==> src/common/fg_cfg.svh <==
`ifndef FG_CFG_SVH
`define FG_CFG_SVH

// build-time sizing of the pattern generator

// playback channels, one serial output each
`define FG_CHANNELS 4

// playback memory address width
// 6 bits gives 64 words per channel
`define FG_ADDR_BITS 6

// word width, also the serializer period in clocks
`define FG_WORD_BITS 8

// distance between bunch pulses, in words
// addresses that are a multiple of this carry a pulse
`define FG_PULSE_SPACING 8

`endif
==> src/common/fg_pkg.sv <==
`default_nettype none

`include "fg_cfg.svh"

// shared types of the pattern generator
package fg_pkg;

	// one playback word, shifted out msb first
	typedef logic [`FG_WORD_BITS-1:0] word_t;

	// playback memory address
	typedef logic [`FG_ADDR_BITS-1:0] addr_t;

	// channel index
	// wide enough for the 4 channels of this build
	typedef logic [1:0] chan_t;

	// write command to the playback memories
	// every channel sees it, only the addressed one takes it
	typedef struct packed {
		chan_t channel;
		addr_t address;
		word_t data;
	} mem_write_t;

	// loop window shared by all channels
	// both ends inclusive, end not below start
	typedef struct packed {
		addr_t start_address;
		addr_t end_address;
	} play_window_t;

endpackage

`default_nettype wire

==> src/verilog/fg_top.sv <==
`timescale 1ns/1ns
`default_nettype none

`include "fg_cfg.svh"

// bunch pattern generator top
// loader fills the channel memories, serializer clocks them out
module fg_top (
	input wire logic clock50,
	input wire logic reset1,
	// one-cycle restart pulse
	input wire logic sync,
	// loop window, held while playing
	input wire fg_pkg::play_window_t window,
	// single-word overwrite from the host
	input wire fg_pkg::mem_write_t host_write,
	input wire logic host_write_strobe,
	// one serial bit per channel
	output logic [`FG_CHANNELS-1:0] bits_out,
	// marks the msb of each word on bits_out
	output logic word_strobe,
	// initial pattern written
	output logic load_done
);

	// shared write bus to all memories
	fg_pkg::mem_write_t mem_write;
	logic mem_write_strobe;

	// read request, one pulse per word period
	logic fetch;

	// words read back, one per channel
	fg_pkg::word_t [`FG_CHANNELS-1:0] words;

	pattern_loader loader_i (
		.clock50(clock50),
		.reset1(reset1),
		.host_write(host_write),
		.host_write_strobe(host_write_strobe),
		.mem_write(mem_write),
		.mem_write_strobe(mem_write_strobe),
		.load_done(load_done)
	);

	// one memory and read pointer per channel
	for (genvar i = 0; i < `FG_CHANNELS; i++) begin : channel_gen
		playback_channel #(
			.channel_index(i)
		) channel_i (
			.clock50(clock50),
			.reset1(reset1),
			.mem_write(mem_write),
			.mem_write_strobe(mem_write_strobe),
			.window(window),
			.sync(sync),
			.fetch(fetch),
			.word(words[i])
		);
	end

	word_serializer serializer_i (
		.clock50(clock50),
		.reset1(reset1),
		.load_done(load_done),
		.words(words),
		.fetch(fetch),
		.word_strobe(word_strobe),
		.bits_out(bits_out)
	);

endmodule

`default_nettype wire

==> src/serializer/word_serializer.sv <==
`timescale 1ns/1ns
`default_nettype none

`include "fg_cfg.svh"

// fetches one word per channel every word period
// and shifts it out msb first, one bit per clock
module word_serializer (
	input wire logic clock50,
	input wire logic reset1,
	input wire logic load_done,
	input wire fg_pkg::word_t [`FG_CHANNELS-1:0] words,
	output logic fetch,
	output logic word_strobe,
	output logic [`FG_CHANNELS-1:0] bits_out
);

	// position within the word period
	logic [$clog2(`FG_WORD_BITS)-1:0] phase;

	// fetch delayed by one, channel words valid now
	logic load_shift;

	fg_pkg::word_t shift_reg [`FG_CHANNELS];

	// free-running modulo counter once the memories are loaded
	always_ff @(posedge clock50) begin
		if (reset1) begin
			phase <= '0;
		end else if (load_done) begin
			if (phase == `FG_WORD_BITS - 1) begin
				phase <= '0;
			end else begin
				phase <= phase + 1'b1;
			end
		end
	end

	assign fetch = load_done && (phase == '0);

	// load one cycle after the channel read, strobe with the msb
	always_ff @(posedge clock50) begin
		if (reset1) begin
			load_shift <= 1'b0;
			word_strobe <= 1'b0;
			for (int i = 0; i < `FG_CHANNELS; i++) begin
				shift_reg[i] <= '0;
			end
		end else begin
			load_shift <= fetch;
			word_strobe <= load_shift;
			for (int i = 0; i < `FG_CHANNELS; i++) begin
				if (load_shift) begin
					shift_reg[i] <= words[i];
				end else begin
					shift_reg[i] <= {shift_reg[i][`FG_WORD_BITS-2:0], 1'b0};
				end
			end
		end
	end

	// msb of each shifter drives its output
	always_comb begin
		for (int i = 0; i < `FG_CHANNELS; i++) begin
			bits_out[i] = shift_reg[i][`FG_WORD_BITS-1];
		end
	end

	// fetch and strobe sit two phases apart
	fetch_strobe_apart: assert property (
		@(posedge clock50) disable iff (reset1)
		!(fetch && word_strobe)
	);

endmodule

`default_nettype wire

==> src/channel/playback_channel.sv <==
`timescale 1ns/1ns
`default_nettype none

`include "fg_cfg.svh"

// one playback channel
// pattern memory plus a read pointer looping over the shared window
module playback_channel #(
	// which channel field of the write bus this memory answers to
	parameter int channel_index = 0
) (
	input wire logic clock50,
	input wire logic reset1,
	input wire fg_pkg::mem_write_t mem_write,
	input wire logic mem_write_strobe,
	input wire fg_pkg::play_window_t window,
	input wire logic sync,
	input wire logic fetch,
	// valid from the cycle after fetch
	output fg_pkg::word_t word
);

	// pattern memory, fully written by the loader before any fetch
	fg_pkg::word_t memory [2**`FG_ADDR_BITS];

	// next address to play
	fg_pkg::addr_t read_pointer;
	fg_pkg::addr_t read_address;
	fg_pkg::addr_t next_address;

	// sync seen, restart at the next fetch
	logic restart_pending;
	// set by the first restart, unmutes the output
	logic playing;

	logic write_hit;

	// only writes addressed to this channel
	assign write_hit = mem_write_strobe
		&& (mem_write.channel == fg_pkg::chan_t'(channel_index));

	always_ff @(posedge clock50) begin
		if (write_hit) begin
			memory[mem_write.address] <= mem_write.data;
		end
	end

	// a pending restart jumps straight to the window start
	assign read_address = restart_pending ? window.start_address : read_pointer;

	// wrap after the window end, end inclusive
	assign next_address = (read_address == window.end_address)
		? window.start_address
		: read_address + 1'b1;

	// pointer and sync state
	always_ff @(posedge clock50) begin
		if (reset1) begin
			read_pointer <= '0;
			restart_pending <= 1'b0;
			playing <= 1'b0;
		end else begin
			if (fetch) begin
				read_pointer <= next_address;
				if (restart_pending) begin
					restart_pending <= 1'b0;
					playing <= 1'b1;
				end
			end
			// sync wins over a coincident fetch, applied on the following one
			if (sync) begin
				restart_pending <= 1'b1;
			end
		end
	end

	// registered read, muted until the first sync
	always_ff @(posedge clock50) begin
		if (fetch) begin
			word <= (playing || restart_pending) ? memory[read_address] : '0;
		end
	end

	// window has to be ordered whenever the pointer moves
	window_ordered: assert property (
		@(posedge clock50) disable iff (reset1)
		fetch |-> (window.end_address >= window.start_address)
	);

endmodule

`default_nettype wire

==> src/loader/pattern_loader.sv <==
`timescale 1ns/1ns
`default_nettype none

`include "fg_cfg.svh"

// fills every channel memory with the bunch pattern after reset
// then hands the write bus over to the host
module pattern_loader (
	input wire logic clock50,
	input wire logic reset1,
	input wire fg_pkg::mem_write_t host_write,
	input wire logic host_write_strobe,
	output fg_pkg::mem_write_t mem_write,
	output logic mem_write_strobe,
	output logic load_done
);

	// walk position, channel-major
	fg_pkg::chan_t walk_channel;
	fg_pkg::addr_t walk_address;
	logic last_word;

	// thermometer pulse from the msb on every pulse slot, zero elsewhere
	// pulse width steps with the slot number, offset by channel
	function automatic fg_pkg::word_t pattern_word(
		input fg_pkg::chan_t channel,
		input fg_pkg::addr_t address
	);
		int unsigned ones;
		fg_pkg::word_t word;
		word = '0;
		if (address % `FG_PULSE_SPACING == 0) begin
			ones = 1 + ((address / `FG_PULSE_SPACING + channel) % `FG_WORD_BITS);
			for (int i = 0; i < `FG_WORD_BITS; i++) begin
				if (i < ones) begin
					word[`FG_WORD_BITS-1-i] = 1'b1;
				end
			end
		end
		return word;
	endfunction

	// last address of the last channel
	assign last_word = (walk_channel == fg_pkg::chan_t'(`FG_CHANNELS - 1)) && (&walk_address);

	// walk counter, strobe and done flag
	always_ff @(posedge clock50) begin
		if (reset1) begin
			walk_channel <= '0;
			walk_address <= '0;
			mem_write_strobe <= 1'b0;
			load_done <= 1'b0;
		end else if (!load_done) begin
			// one word per clock during the load
			mem_write_strobe <= 1'b1;
			if (last_word) begin
				load_done <= 1'b1;
			end else begin
				walk_address <= walk_address + 1'b1;
				if (&walk_address) begin
					walk_channel <= walk_channel + 1'b1;
				end
			end
		end else begin
			// host strobes only count once loaded
			mem_write_strobe <= host_write_strobe;
		end
	end

	// write payload, follows whoever owns the bus
	always_ff @(posedge clock50) begin
		if (!load_done) begin
			mem_write.channel <= walk_channel;
			mem_write.address <= walk_address;
			mem_write.data <= pattern_word(walk_channel, walk_address);
		end else if (host_write_strobe) begin
			mem_write <= host_write;
		end
	end

	// a write to a channel that does not exist would be lost silently
	channel_in_range: assert property (
		@(posedge clock50) disable iff (reset1)
		$rose(mem_write_strobe) |-> (mem_write.channel < `FG_CHANNELS)
	);

endmodule

`default_nettype wire

==> config.mk <==
export PLATFORM = sky130hd
export DESIGN_NAME = fg_top
export DESIGN_NICKNAME = d
export VERILOG_FILES = /design/src/common/fg_pkg.sv /design/src/verilog/fg_top.sv /design/src/serializer/word_serializer.sv /design/src/channel/playback_channel.sv /design/src/loader/pattern_loader.sv
export VERILOG_INCLUDE_DIRS = /design/src /design/src/common
export SDC_FILE = /design/constraint.sdc
export NUM_CORES = 2
export LEC_CHECK = 0
export BUFFER_PORTS_ARGS = -buffer_cell sky130_fd_sc_hd__clkbuf_2
export CORE_MARGIN = 2
export CORE_UTILIZATION = 57
export DETAILED_ROUTE_END_ITERATION = 7
export PLACE_DENSITY = 0.85
export REMOVE_ABC_BUFFERS = 1
export SKIP_LAST_GASP = 1
export SYNTH_ARGS = -nofsm -noshare
export SYNTH_HDL_FRONTEND = slang
export SYNTH_HIERARCHICAL = 1
export SYNTH_SLANG_ARGS = --single-unit
==> constraint.sdc <==
create_clock -name clock50 -period 4.3 [get_ports clock50]
set_input_delay 0.43 -clock clock50 [delete_from_list [all_inputs] [get_ports clock50]]
set_output_delay 0.43 -clock clock50 [all_outputs]
set_load 0.005 [all_outputs]
==> metrics.yaml <==
placement:
  gp_congestion: 0.875
  dp_hpwl_um: 127000
  pre_cts_slack_ps: 544
  placed_cells: 8268
  numPortBuffers: 37
  placed_cell_area_um2: 92100
floorplanning:
  rows: 145
  core_area_um2: 156000
  start_util: 0.573
  die_w_um: 400
  num_io_pins: 38
  fp.dieH_um: 400
  fp.dieArea_um2: 160000
pwr:
  p_per_area_nw_per_um2: 439
  switchingPower_mw: 9.42
  seq_power_share: 0.533
  p_total_mw: 43.4
  comb_power_share: 0.049
  swShare: 0.217
  leakage_nw: 31.3
  p_clk_frac: 0.418
  p_int_mw: 34.0
  peakVddDrop_mv: 0.393
timing:
  rsz0062_at_grt: "false"
  max_freq_mhz: 262
  period_minus_slack_ps: 3820
  setup_tns_ps: 0
  finalCritPeriodShare: 0.888
  hold_viol_final: 0
  maxSlewViolCount: 0
  holdWs_ps: 89.1
  tightest_slew_ps: 1410
  finalSetupViolations: 0
  finalClockSkew_ps: 37.9
  layout_setup_ws_ps: 480
  slew_headroom: 0.0479
finish:
  postLayoutCellArea_um2: 98900
  largest_register_ff_count: 2048
  final_cell_mix: "edfxtp_1 (2128), nor2_1 (865), nand2_1 (598)"
  layoutNonFillerInstCount: 8665
  final_common_cell: "edfxtp_1"
  area_growth_syn_to_layout_pct: 10.8
  final_util: 0.635
  layout-drive-gt1-share: 0.0840
  nets: 6473
clocking:
  root_buffer: "clkbuf_16"
  numCtsBuffers: 198
  clock_latency_ps: 850
  cts_tree: "done"
  hold_buffers: 17
  cts-resized-gates: 0
  cts_setup_buffers: 0
  htreeDepth: 4
  cts_sinks: 2175
  clk_pin_slew_worst_paths_ps: 60
  clock_path_buffers: 3
critical_path:
  slowest_delay_ps: 1210
  crit_start: "loader_i/mem_write[10]"
  start_kind: "flop"
  reg2reg_depth: 3
  crit_fanout: 8
  r2r_end: "channel_gen[0].channel_i/memory[34][7]"
  path_class: "flop to flop"
  rrSetupSlack_ps: 480
  cp.required_ps: 4740
  path_cells: "nor4b_1 > nand2_1 > nor2_1"
  cp.arrival_ps: 4260
  r2r-start: "loader_i/mem_write[10]"
  cp_slowest_cell: "nor4b_1"
  cp-endpoint: "channel_gen[0].channel_i/memory[34][7]"
  end_kind: "flop"
logic_synthesis:
  avgSynthCellArea_um2: 13.9
  synth_cell_types: 63
  yosys.area.top_type: "edfxtp_1"
  synthArstFlopShare: 0
  synth_enable_flop_cells: 2128
  ys_seq_area_frac: 0.726
  syn_inst: 6422
  ys_warn_count: 6
  synthTopCellsByArea: "edfxtp_1 (72%), mux2i_1 (6.4%), nor2_1 (3.6%)"
  ys.flop_type: "edfxtp_1"
  syn_area_um2: 89300
  synth_top_area_frac: 0.716
  ys_ff_latch: 2175
detailed_routing:
  viasPerCell: 6.72
  ant_nets: 0
  drc: 4
  vias: 58219
  drt_wl_total_um: 231000
  dr.pass1.iters: 8
  dr.first_iter.drc_count: 9955
  drt-wirelength-per-cell_um: 26.6
status:
  status: "finished, violations left"
  violations: "design-rule violations"
global_routing:
  grt_max_degree: 167
  overflow: 0
  grt_pass1_vias: 56670
  track_usage: 0.284
  grt_pass1_wl_um: 345000
  antenna_found_initial: 11
min_path:
  hold_path_class: "input port to flop"
run:
  drv_cap: 0
[power by group through the flow]
stage / Sequential, mW / Clock (mW) / Combinational [mW]
after floorplan: 23.7 / 0 / 1.28
after CTS: 23.1 / 18.0 / 2.06
after global routing: 23.1 / 18.8 / 2.23
after detailed placement: 23.6 / 0 / 2.01
after global placement: 23.6 / 0 / 1.95
final: 23.1 / 18.1 / 2.13
[area by class of cell]
cell class	instances	area, um^2
Antenna cell	9	22.5
Clock buffer	242	5190
Clock inverter	129	1430
Fill cell	10044	57000
Inverter	24	120
Multi-Input combinational cell	3830	22800
Sequential cell	2175	64800
Tap cell	2058	2570
Timing Repair Buffer	198	1890
[Yosys cell counts (5+ instances only)]
library cell and count:
a211oi_1 30, a21oi_1 274, a311oi_1 128, a31oi_1 133, and2_1 13, and3_1 8, buf_1 51, buf_2 92
buf_4 51, buf_6 11, clkbuf_1 218, dfxtp_1 47, edfxtp_1 2128, ha_1 13, inv_1 20, mux2_2 8
mux2i_1 575, nand2_1 598, nand2b_1 7, nand3_1 20, nand3b_1 21, nor2_1 866, nor2b_1 13, nor3_1 131
nor3b_1 7, o21ai_0 520, o221ai_1 132, o22ai_1 192, o31ai_1 5, or3_1 6, or3b_2 8, xnor2_1 32
xor2_1 5
[cells by family (layout without fill, tap and decap cells)]
logic type,count (synthesis),after routing,share of synthesized area
flops,2175,2175,0.726
buf+inv,448,593,0.0232
other cells,1,41,0.0000420
simple gates,1721,1721,0.0793
mux,593,593,0.0674
compound gates,1432,1432,0.0978
fa+ha+maj,14,14,0.00205
xor+xnor,38,38,0.00390
[layer usage]
layer / GRT usage / vias up / share of wire
li1: - / 24457 / -
met1: 0.372 / 27914 / 0.34
met3: 0.0650 / 978 / 0.13
met4: 0.142 / 14 / 0.057
met2: 0.450 / 4856 / 0.47
met5: 0.000908 / - / 0.00043
[worst min-delay path by stage]
stage,from,endpoint,slack [ps],cells after the start
2_1_floorplan,channel_gen[0].channel_i/playing,channel_gen[0].channel_i/playing,440,2
3_5_place_dp,channel_gen[3].channel_i/playing,channel_gen[3].channel_i/playing,470,2
5_1_grt,reset1,channel_gen[0].channel_i/restart_pending,90,2
6_report,reset1,channel_gen[2].channel_i/playing,90,2
3_3_place_gp,channel_gen[0].channel_i/playing,channel_gen[0].channel_i/playing,450,2
4_1_cts,reset1,channel_gen[2].channel_i/playing,50,2
[critical path, delay by kind of cell (launching register included)]
family,cells,cell delay (ps)
DFF,1,490
and+or+nand+nor,3,2930
Note: power is estimated with default switching activity, not from simulation.
